### config.mk
export PLATFORM = sky130hd
export DESIGN_NAME = spi_master
export DESIGN_NICKNAME = d
export VERILOG_FILES = /design/src/source/spi_master_pkg.sv /design/src/source/spi_byte_queue.sv /design/src/source/spi_cmd_unpack.sv /design/src/source/spi_shifter.sv /design/src/source/spi_rsp_pack.sv /design/src/source/spi_master.sv
export SDC_FILE = /design/constraint.sdc
export NUM_CORES = 1
export LEC_CHECK = 0
export ABC_CLOCK_PERIOD_IN_PS = 2500
export BUFFER_PORTS_ARGS = -buffer_cell sky130_fd_sc_hd__clkbuf_2
export CORE_MARGIN = 2
export CORE_UTILIZATION = 52
export CTS_BUF_LIST = sky130_fd_sc_hd__clkbuf_8 sky130_fd_sc_hd__clkbuf_16
export DETAILED_ROUTE_END_ITERATION = 8
export HOLD_SLACK_MARGIN = 0.06
export PLACE_DENSITY = 0.74
export SLEW_MARGIN = 20
export SYNTH_ARGS = -nofsm -noshare
export SYNTH_HDL_FRONTEND = slang
export SYNTH_SLANG_ARGS = --single-unit
### constraint.sdc
create_clock -name clk -period 2.5 [get_ports clk]
set_clock_uncertainty 0.05 [all_clocks]
set_input_delay 0 -clock clk [delete_from_list [all_inputs] [get_ports clk]]
set_output_delay 0 -clock clk [all_outputs]
set_load 0.01 [all_outputs]
### src/source/spi_master_pkg.sv
/*
  Shared types of the SPI master pipeline.
  A command word carries at most BYTES_PER_WORD bytes, sent MSB first.
*/

package spi_master_pkg;

  ////////////////////////////////////////////////////////////
  // sizes
  ////////////////////////////////////////////////////////////

  localparam int BYTES_PER_WORD = 4;  // bytes in one command word

  ////////////////////////////////////////////////////////////
  // data types
  ////////////////////////////////////////////////////////////

  typedef logic [8*BYTES_PER_WORD-1:0] word_t;  // command / response word
  typedef logic [7:0] byte_t;                   // one serial byte

  // byte count minus one, 0 -> 1 byte, 3 -> 4 bytes
  typedef logic [$clog2(BYTES_PER_WORD)-1:0] len_t;

  // transmit queue entry, 10 bits
  typedef struct packed {
    byte_t dat;   // byte to shift out
    logic  last;  // final byte of its command
    logic  rel;   // deselect slave after this byte
  } tx_entry_t;

  // receive queue entry, 9 bits
  typedef struct packed {
    byte_t dat;   // byte sampled from miso
    logic  last;  // closes the response word
  } rx_entry_t;

endpackage

### src/source/spi_byte_queue.sv
/*
  Synchronous FIFO between pipeline stages, entry type set by parameter.
  QUEUE_DEPTH must be a power of two, 2 or more. No bypass, so a written
  entry shows at the output one cycle later.
*/

module spi_byte_queue #(
  parameter int  QUEUE_DEPTH = 4,           // entries, power of two
  parameter type entry_t     = logic [7:0]  // payload type
)(
  input  logic   clk,
  input  logic   rst_i,
  // write side
  input  logic   in_valid_i,
  input  entry_t in_entry_i,
  output logic   in_ready_o,
  // read side
  output logic   out_valid_o,
  output entry_t out_entry_o,
  input  logic   out_ready_i
);

  localparam int PTR_W = $clog2(QUEUE_DEPTH);
  localparam int CNT_W = PTR_W + 1;  // count reaches QUEUE_DEPTH

  entry_t           mem_q [QUEUE_DEPTH];  // storage, no reset
  logic [PTR_W-1:0] wr_ptr_q;
  logic [PTR_W-1:0] rd_ptr_q;
  logic [CNT_W-1:0] cnt_q;                // occupancy
  logic             push;
  logic             pop;

  assign in_ready_o  = (cnt_q != CNT_W'(QUEUE_DEPTH));  // low when full
  assign out_valid_o = (cnt_q != '0);
  assign out_entry_o = mem_q[rd_ptr_q];

  assign push = in_valid_i && in_ready_o;
  assign pop  = out_valid_o && out_ready_i;

  // pointers wrap on their own, depth is a power of two
  always_ff @(posedge clk) begin
    if (rst_i) begin
      wr_ptr_q <= '0;
      rd_ptr_q <= '0;
      cnt_q    <= '0;
    end else begin
      if (push) wr_ptr_q <= wr_ptr_q + 1'b1;
      if (pop)  rd_ptr_q <= rd_ptr_q + 1'b1;
      case ({push, pop})
        2'b10:   cnt_q <= cnt_q + 1'b1;
        2'b01:   cnt_q <= cnt_q - 1'b1;
        default: cnt_q <= cnt_q;  // none, or both at once
      endcase
    end
  end

  always_ff @(posedge clk) begin
    if (push) mem_q[wr_ptr_q] <= in_entry_i;
  end

endmodule

### src/source/spi_cmd_unpack.sv
/*
  Command port with four-phase req/ack, split into bytes MSB first.
  A new command is latched only once the previous one is fully queued
  and ack has dropped, so a full transmit queue delays cmd_ack_o.
*/

module spi_cmd_unpack (
  input  logic                      clk,
  input  logic                      rst_i,
  // command port, four-phase
  input  logic                      cmd_req_i,
  input  spi_master_pkg::word_t     cmd_dat_i,
  input  spi_master_pkg::len_t      cmd_len_i,
  input  logic                      cmd_hold_i,  // keep slave selected after
  output logic                      cmd_ack_o,
  // transmit queue side
  output logic                      tx_valid_o,
  output spi_master_pkg::tx_entry_t tx_entry_o,
  input  logic                      tx_ready_i
);

  // latched word, seen as bytes so index 0 is the low byte
  spi_master_pkg::byte_t [spi_master_pkg::BYTES_PER_WORD-1:0] bytes_q;

  logic                 hold_q;  // copy of cmd_hold_i
  logic                 ack_q;
  logic                 busy_q;  // bytes still to emit
  spi_master_pkg::len_t idx_q;   // byte now offered, counts down
  logic                 take;    // latch a new command
  logic                 emit;    // byte accepted by queue

  assign take = cmd_req_i && !ack_q && !busy_q;
  assign emit = tx_valid_o && tx_ready_i;

  assign cmd_ack_o  = ack_q;
  assign tx_valid_o = busy_q;

  always_comb begin
    tx_entry_o.dat  = bytes_q[idx_q];
    tx_entry_o.last = (idx_q == '0);            // byte 0 closes the command
    tx_entry_o.rel  = (idx_q == '0) && !hold_q;  // deselect unless held
  end

  ////////////////////////////////////////////////////////////
  // handshake and byte walk
  ////////////////////////////////////////////////////////////

  always_ff @(posedge clk) begin
    if (rst_i) begin
      ack_q  <= 1'b0;
      busy_q <= 1'b0;
      idx_q  <= '0;
    end else begin
      if (take) begin
        ack_q  <= 1'b1;
        busy_q <= 1'b1;
        idx_q  <= cmd_len_i;  // start at the top selected byte
      end else begin
        if (ack_q && !cmd_req_i) ack_q <= 1'b0;  // phase 4
        if (emit) begin
          if (idx_q == '0) begin
            busy_q <= 1'b0;  // last byte gone
          end else begin
            idx_q <= idx_q - 1'b1;
          end
        end
      end
    end
  end

  // payload
  always_ff @(posedge clk) begin
    if (take) begin
      bytes_q <= cmd_dat_i;
      hold_q  <= cmd_hold_i;
    end
  end

endmodule

### src/source/spi_shifter.sv
/*
  Mode 0 serializer: sclk idles low, mosi moves on falling edges, miso is
  sampled as sclk rises. One byte takes 16*CLK_DIV cycles, CLK_DIV >= 1.
  A byte starts only when the receive queue has room for its result.
*/

module spi_shifter #(
  parameter int CLK_DIV = 4  // clk cycles per sclk half period
)(
  input  logic                      clk,
  input  logic                      rst_i,
  // transmit queue side
  input  logic                      tx_valid_i,
  input  spi_master_pkg::tx_entry_t tx_entry_i,
  output logic                      tx_ready_o,
  // receive queue side
  output logic                      rx_valid_o,
  output spi_master_pkg::rx_entry_t rx_entry_o,
  input  logic                      rx_ready_i,
  // SPI pins
  output logic                      sclk_o,
  output logic                      ss_n_o,
  output logic                      mosi_o,
  input  logic                      miso_i
);

  localparam int               DIV_W   = (CLK_DIV > 1) ? $clog2(CLK_DIV) : 1;
  localparam logic [DIV_W-1:0] DIV_TOP = DIV_W'(CLK_DIV - 1);

  // select setup is the first low half period of SHIFT
  typedef enum logic [1:0] {
    ST_IDLE,   // deselected
    ST_SHIFT,  // clocking a byte
    ST_PAUSE,  // selected, waiting for data or room
    ST_HOLD    // deselect hold after a release byte
  } state_t;

  state_t           state_q;
  logic [DIV_W-1:0] div_q;     // half period counter
  logic [2:0]       bit_q;     // bit within byte
  logic             sclk_q;
  logic             ss_n_q;
  logic             mosi_q;
  logic [6:0]       tx_sh_q;   // bits still to send
  logic [6:0]       rx_sh_q;   // bits sampled so far
  logic             last_q;    // flags of the byte in flight
  logic             rel_q;

  logic half_end;  // end of a half period
  logic rise;      // sclk goes high now
  logic fall;      // sclk goes low now
  logic byte_end;
  logic can_load;
  logic load;

  assign half_end = (state_q == ST_SHIFT) && (div_q == '0);
  assign rise     = half_end && !sclk_q;
  assign fall     = half_end && sclk_q;
  assign byte_end = fall && (bit_q == 3'd7);

  // next byte starts at once after the last falling edge, no gap
  assign can_load   = (state_q == ST_IDLE) || (state_q == ST_PAUSE) ||
                      (byte_end && !rel_q);
  assign tx_ready_o = can_load && rx_ready_i;
  assign load       = tx_ready_o && tx_valid_i;

  // push with the eighth sample, room was checked at load
  assign rx_valid_o = rise && (bit_q == 3'd7);

  always_comb begin
    rx_entry_o.dat  = {rx_sh_q, miso_i};
    rx_entry_o.last = last_q;
  end

  assign sclk_o = sclk_q;
  assign ss_n_o = ss_n_q;
  assign mosi_o = mosi_q;

  ////////////////////////////////////////////////////////////
  // control FSM and divider
  ////////////////////////////////////////////////////////////

  always_ff @(posedge clk) begin
    if (rst_i) begin
      state_q <= ST_IDLE;
      div_q   <= '0;
      bit_q   <= '0;
      sclk_q  <= 1'b0;
      ss_n_q  <= 1'b1;
      mosi_q  <= 1'b0;
    end else begin
      case (state_q)
        ST_IDLE, ST_PAUSE: begin
          if (load) begin
            state_q <= ST_SHIFT;
            ss_n_q  <= 1'b0;                // select, setup time starts
            div_q   <= DIV_TOP;
            bit_q   <= '0;
            mosi_q  <= tx_entry_i.dat[7];  // MSB first
          end
        end
        ST_SHIFT: begin
          if (div_q != '0) begin
            div_q <= div_q - 1'b1;
          end else begin
            div_q  <= DIV_TOP;
            sclk_q <= ~sclk_q;
            if (sclk_q) begin  // falling edge
              if (bit_q != 3'd7) begin
                bit_q  <= bit_q + 3'd1;
                mosi_q <= tx_sh_q[6];
              end else if (rel_q) begin
                state_q <= ST_HOLD;
              end else if (load) begin
                bit_q  <= '0;  // back to back byte
                mosi_q <= tx_entry_i.dat[7];
              end else begin
                state_q <= ST_PAUSE;  // ss_n stays low
              end
            end
          end
        end
        ST_HOLD: begin
          if (div_q != '0) begin
            div_q <= div_q - 1'b1;
          end else begin
            state_q <= ST_IDLE;
            ss_n_q  <= 1'b1;
            mosi_q  <= 1'b0;
          end
        end
        default: state_q <= ST_IDLE;
      endcase
    end
  end

  ////////////////////////////////////////////////////////////
  // shift registers
  ////////////////////////////////////////////////////////////

  always_ff @(posedge clk) begin
    if (load) begin
      tx_sh_q <= tx_entry_i.dat[6:0];
      last_q  <= tx_entry_i.last;
      rel_q   <= tx_entry_i.rel;
    end else if (fall) begin
      tx_sh_q <= {tx_sh_q[5:0], 1'b0};
    end
    if (rise) rx_sh_q <= {rx_sh_q[5:0], miso_i};  // sample on rising sclk
  end

endmodule

### src/source/spi_rsp_pack.sv
/*
  Packs received bytes into a word, first byte highest, upper bytes zero.
  The word goes out on a four-phase req/ack port; no byte is taken until
  the handshake has fully returned to idle.
*/

module spi_rsp_pack (
  input  logic                      clk,
  input  logic                      rst_i,
  // receive queue side
  input  logic                      rx_valid_i,
  input  spi_master_pkg::rx_entry_t rx_entry_i,
  output logic                      rx_ready_o,
  // response port, four-phase
  output logic                      rsp_req_o,
  output spi_master_pkg::word_t     rsp_dat_o,
  input  logic                      rsp_ack_i
);

  localparam int WORD_W = $bits(spi_master_pkg::word_t);
  localparam int BYTE_W = $bits(spi_master_pkg::byte_t);

  typedef enum logic [1:0] {
    ST_COLLECT,  // taking bytes
    ST_REQ,      // req high, waiting for ack
    ST_RELEASE   // req low, waiting for ack to drop
  } state_t;

  state_t                state_q;
  spi_master_pkg::word_t acc_q;     // word under construction
  spi_master_pkg::word_t acc_next;

  // older bytes move up by one byte position
  assign acc_next = {acc_q[WORD_W-BYTE_W-1:0], rx_entry_i.dat};

  assign rx_ready_o = (state_q == ST_COLLECT);
  assign rsp_req_o  = (state_q == ST_REQ);
  assign rsp_dat_o  = acc_q;  // frozen while req is high

  ////////////////////////////////////////////////////////////
  // collect and handshake
  ////////////////////////////////////////////////////////////

  always_ff @(posedge clk) begin
    if (rst_i) begin
      state_q <= ST_COLLECT;
      acc_q   <= '0;
    end else begin
      case (state_q)
        ST_COLLECT: begin
          if (rx_valid_i) begin
            acc_q <= acc_next;
            if (rx_entry_i.last) state_q <= ST_REQ;  // req next cycle
          end
        end
        ST_REQ: begin
          if (rsp_ack_i) state_q <= ST_RELEASE;  // drop req
        end
        ST_RELEASE: begin
          if (!rsp_ack_i) begin
            state_q <= ST_COLLECT;
            acc_q   <= '0;  // fresh word per command
          end
        end
        default: state_q <= ST_COLLECT;
      endcase
    end
  end

endmodule

### src/source/spi_master.sv
/*
  Single clock SPI master, mode 0, one slave select.
  Commands and responses use four-phase req/ack, stages use valid/ready.
  Several commands may be in flight, responses come back in order.
*/

module spi_master #(
  parameter int CLK_DIV     = 4,  // clk cycles per sclk half period
  parameter int QUEUE_DEPTH = 4   // entries per queue, power of two
)(
  input  logic                  clk,
  input  logic                  rst_i,
  // command port
  input  logic                  cmd_req_i,
  input  spi_master_pkg::word_t cmd_dat_i,
  input  spi_master_pkg::len_t  cmd_len_i,
  input  logic                  cmd_hold_i,
  output logic                  cmd_ack_o,
  // response port
  output logic                  rsp_req_o,
  output spi_master_pkg::word_t rsp_dat_o,
  input  logic                  rsp_ack_i,
  // SPI pins
  output logic                  sclk_o,
  output logic                  ss_n_o,
  output logic                  mosi_o,
  input  logic                  miso_i
);

  ////////////////////////////////////////////////////////////
  // stage links
  ////////////////////////////////////////////////////////////

  logic                      txw_valid, txr_valid;  // into / out of tx queue
  spi_master_pkg::tx_entry_t txw_entry, txr_entry;
  logic                      txw_ready, txr_ready;

  logic                      rxw_valid, rxr_valid;  // into / out of rx queue
  spi_master_pkg::rx_entry_t rxw_entry, rxr_entry;
  logic                      rxw_ready, rxr_ready;

  ////////////////////////////////////////////////////////////
  // stages
  ////////////////////////////////////////////////////////////

  spi_cmd_unpack u_cmd_unpack (
    .clk        (clk),
    .rst_i      (rst_i),
    .cmd_req_i  (cmd_req_i),
    .cmd_dat_i  (cmd_dat_i),
    .cmd_len_i  (cmd_len_i),
    .cmd_hold_i (cmd_hold_i),
    .cmd_ack_o  (cmd_ack_o),
    .tx_valid_o (txw_valid),
    .tx_entry_o (txw_entry),
    .tx_ready_i (txw_ready)
  );

  spi_byte_queue #(
    .QUEUE_DEPTH (QUEUE_DEPTH),
    .entry_t     (spi_master_pkg::tx_entry_t)
  ) u_tx_queue (
    .clk         (clk),
    .rst_i       (rst_i),
    .in_valid_i  (txw_valid),
    .in_entry_i  (txw_entry),
    .in_ready_o  (txw_ready),
    .out_valid_o (txr_valid),
    .out_entry_o (txr_entry),
    .out_ready_i (txr_ready)
  );

  spi_shifter #(
    .CLK_DIV (CLK_DIV)
  ) u_shifter (
    .clk        (clk),
    .rst_i      (rst_i),
    .tx_valid_i (txr_valid),
    .tx_entry_i (txr_entry),
    .tx_ready_o (txr_ready),
    .rx_valid_o (rxw_valid),
    .rx_entry_o (rxw_entry),
    .rx_ready_i (rxw_ready),
    .sclk_o     (sclk_o),
    .ss_n_o     (ss_n_o),
    .mosi_o     (mosi_o),
    .miso_i     (miso_i)
  );

  spi_byte_queue #(
    .QUEUE_DEPTH (QUEUE_DEPTH),
    .entry_t     (spi_master_pkg::rx_entry_t)
  ) u_rx_queue (
    .clk         (clk),
    .rst_i       (rst_i),
    .in_valid_i  (rxw_valid),
    .in_entry_i  (rxw_entry),
    .in_ready_o  (rxw_ready),
    .out_valid_o (rxr_valid),
    .out_entry_o (rxr_entry),
    .out_ready_i (rxr_ready)
  );

  spi_rsp_pack u_rsp_pack (
    .clk        (clk),
    .rst_i      (rst_i),
    .rx_valid_i (rxr_valid),
    .rx_entry_i (rxr_entry),
    .rx_ready_o (rxr_ready),
    .rsp_req_o  (rsp_req_o),
    .rsp_dat_o  (rsp_dat_o),
    .rsp_ack_i  (rsp_ack_i)
  );

endmodule

==> impl_metrics.tcl <==
set metrics [dict create \
    path_max_fanout 3 \
    die-area_sq_um 15100 \
    criticalPathCategory "reg -> reg" \
    grt_start_max_net_pins 35 \
    dp_hpwl_mm 8.65 \
    synthDistinctLibCells 54 \
    min_period_ns 2.44 \
    synthArstFlopShare 0 \
    drc 0 \
    placed_area_sq_um 8090 \
    antenna_found_initial 0 \
    worst_pin_slew_ns 0.689 \
    fin_cells 808 \
    rows 43 \
    tritoncts "done" \
    leakage_nw 3.25 \
    core_area_sq_um 13800 \
    track_usage 0.197 \
    clockRootBuffer "clkbuf_16" \
    fp.dieW_microns 123 \
    timing.max_cap.violations 0 \
    syn_inst 483 \
    syn-cell-area_sq_um 7340 \
    peakVddDrop_v 0.000559 \
    clockBufferDepth 2 \
    max_slew_margin 0.540 \
    gp_congestion 0.817 \
    synth_largest_area_cell "edfxtp_1" \
    design_area_sq_um 9070 \
    cts.clk_slew.worst_paths_ns 0.07 \
    io-pin-count 77 \
    ant_nets 0 \
    max_freq_mhz 410 \
    yosysMostFrequentCell "edfxtp_1" \
    totalWireLength_mm 13.6 \
    cp.arrival_ns 2.75 \
    dp.cells 736 \
    grt_pass1_vias 4434 \
    vias 4342 \
    hp-class "in -> reg" \
    routedWlPerCell_microns 16.8 \
    area_growth_pct 23.6 \
    drive_gt1_frac 0.309 \
    dr.pass1.iters 4 \
    io_buffer_count 76 \
    clk_latency_ns 0.43 \
    dieHeight_microns 123 \
    hold_ws_ns 0.228 \
    grt-ovfl-total 0 \
    yosys-top-cells-area "edfxtp_1 51%, dfxtp_1 18%, mux4_2 8.3%" \
    cp.required_ns 2.81 \
    reg2reg_depth 11 \
    cp-end-kind "register" \
    synth_enable_flop_cells 125 \
    syn-num-nets 539 \
    cts_buffers 17 \
    status "finished clean" \
    synth_top_area_frac 0.511 \
    pwr_density_cell_nw_per_um2 1020 \
    ys_top_cells_by_count "125 x edfxtp_1, 66 x dfxtp_1, 48 x nor2_1" \
    slew_violations 0 \
    setup_viol 0 \
    worstSetupStartpointType "register" \
    initial_core_util 0.531 \
    hold_viol_final 0 \
    clkSinkCount 191 \
    ys_warn_count 0 \
    fin_nets 671 \
    grt_pass1_wl_mm 22.3 \
    final.setup.tns_ns 0 \
    syn_avg_cell_area_sq_um 15.2 \
    finalCritPeriodShare 0.976 \
    h-tree-depth 4 \
    ys_seq_elements 191 \
    ys_seq_area_frac 0.691 \
    viasPerCell 5.37 \
    hold_depth 2 \
    grt_setup_unrepaired "true" \
    antenna-diode-count 0 \
    drtIter0Drc 357 \
    synthFlopType "edfxtp_1" \
]
==> path summary, 6_finish.rpt <==
kind         slack [ns]                        to               start
max reg2reg        0.06       u_tx_queue.cnt_q[2]  u_shifter.bit_q[1]
min reg2reg        0.42        u_shifter.div_q[1]  u_shifter.div_q[1]
max                0.06       u_tx_queue.cnt_q[2]  u_shifter.bit_q[1]
min                0.23  u_cmd_unpack.bytes_q[22]       cmd_dat_i[22]
==> cells in the final DEF, fill, tap and decap left out, types with 3 or more instances in the layout <==
cell,n
inv_1,14
xor2_1,4
inv_8,4
a21oi_1,21
and2_1,5
inv_6,4
edfxtp_1,125
o211ai_1,4
nor2b_1,4
a22oi_1,32
buf_4,24
clkinvlp_4,3
o21ai_0,8
or3_1,4
xnor2_1,5
mux2_2,7
nor2_1,47
mux4_2,27
clkbuf_16,17
and3_1,4
nor3_1,3
clkbuf_2,76
dfxtp_1,62
dfxtp_2,3
ha_4,3
dlygate4sd3_1,39
inv_2,6
ha_1,9
nand2_1,12
==> sequential cells by signal (all words and copies together) (netlist names), 2 cells and up, named ones only <==
register              flops
u_cmd_unpack.bytes_q     32
u_tx_queue.cnt_q          3
u_rsp_pack.rsp_dat_o     32
u_rx_queue.rd_ptr_q       2
u_shifter.bit_q           3
u_rx_queue.mem_q         36
u_rsp_pack.state_q        2
u_rx_queue.wr_ptr_q       2
u_shifter.div_q           2
u_shifter.tx_sh_q         7
u_rx_queue.cnt_q          3
u_tx_queue.mem_q         40
u_shifter.rx_sh_q         7
u_cmd_unpack.idx_q        2
u_shifter.state_q         2
u_tx_queue.rd_ptr_q       2
u_tx_queue.wr_ptr_q       2
==> final cells by class <==
class / count / area [sq um]
timing repair buffer: 140 / 971
inverter: 20 / 75.1
fill: 959 / 4750
sequential: 191 / 5080
tap: 180 / 225
multi-input combinational: 245 / 2150
clock buffer: 17 / 425
clock inverter: 15 / 150
==> critical path, cell delays in order (launching register included) <==
cell and delay (ns):
dfxtp_2 0.36, ha_4 0.14, ha_4 0.13, nand2_2 0.06, o41a_1 0.35, nor2_2 0.10
ha_2 0.19, inv_2 0.04, fa_2 0.35, xor2_1 0.16, or3_1 0.31, a21oi_1 0.12
==> report_power, final <==
group / leakage [nW] / switching, W / internal [W]
registers: 1.69 / 0.000346 / 0.00390
clock network: 0.272 / 0.00120 / 0.00141
logic: 1.29 / 0.00130 / 0.00110
total: 3.25 / 0.00285 / 0.00641
==> stage by stage <==
stage,total power [W],utilization,worst slack [ns]
after floorplan,0.00591,-,-0.0344
after global placement,0.00650,0.585,0.0900
after detailed placement,0.00663,0.585,-0.00450
after CTS,0.00928,0.655,0.0146
after global routing,0.00975,0.656,-0.105
final,0.00926,0.656,0.0599
==> routing by layer <==
layer  track usage  share of wire
met1         0.266           0.45
met2         0.317           0.50
met3        0.0418          0.036
met4        0.0740          0.015
met5             0              0
==> kinds of logic (layout without fill, tap and decap cells) <==
logic type,after synthesis,count (layout),synth area share
DFF,191,191,0.691
and+or+nand+nor,106,106,0.0747
AOI/OAI and AO/OA,80,80,0.0743
buffers and inverters,47,192,0.0261
muxes,34,34,0.0936
adders and majority gates,16,16,0.0293
xor gates and xnor gates,9,9,0.0107
==> timing repair <==
| item | 4_1_cts | 5_1_grt |
|---|---|---|
| endpoints found under the hold margin | 83 | 0 |
| buffers inserted | 0 | 1 |
| pin swaps | 2 | 1 |
| hold buffers | 39 | 0 |
| endpoints found under the setup margin | 2 | 3 |
| resized for setup | 1 | 6 |
Power figures use the tool's default switching activity.
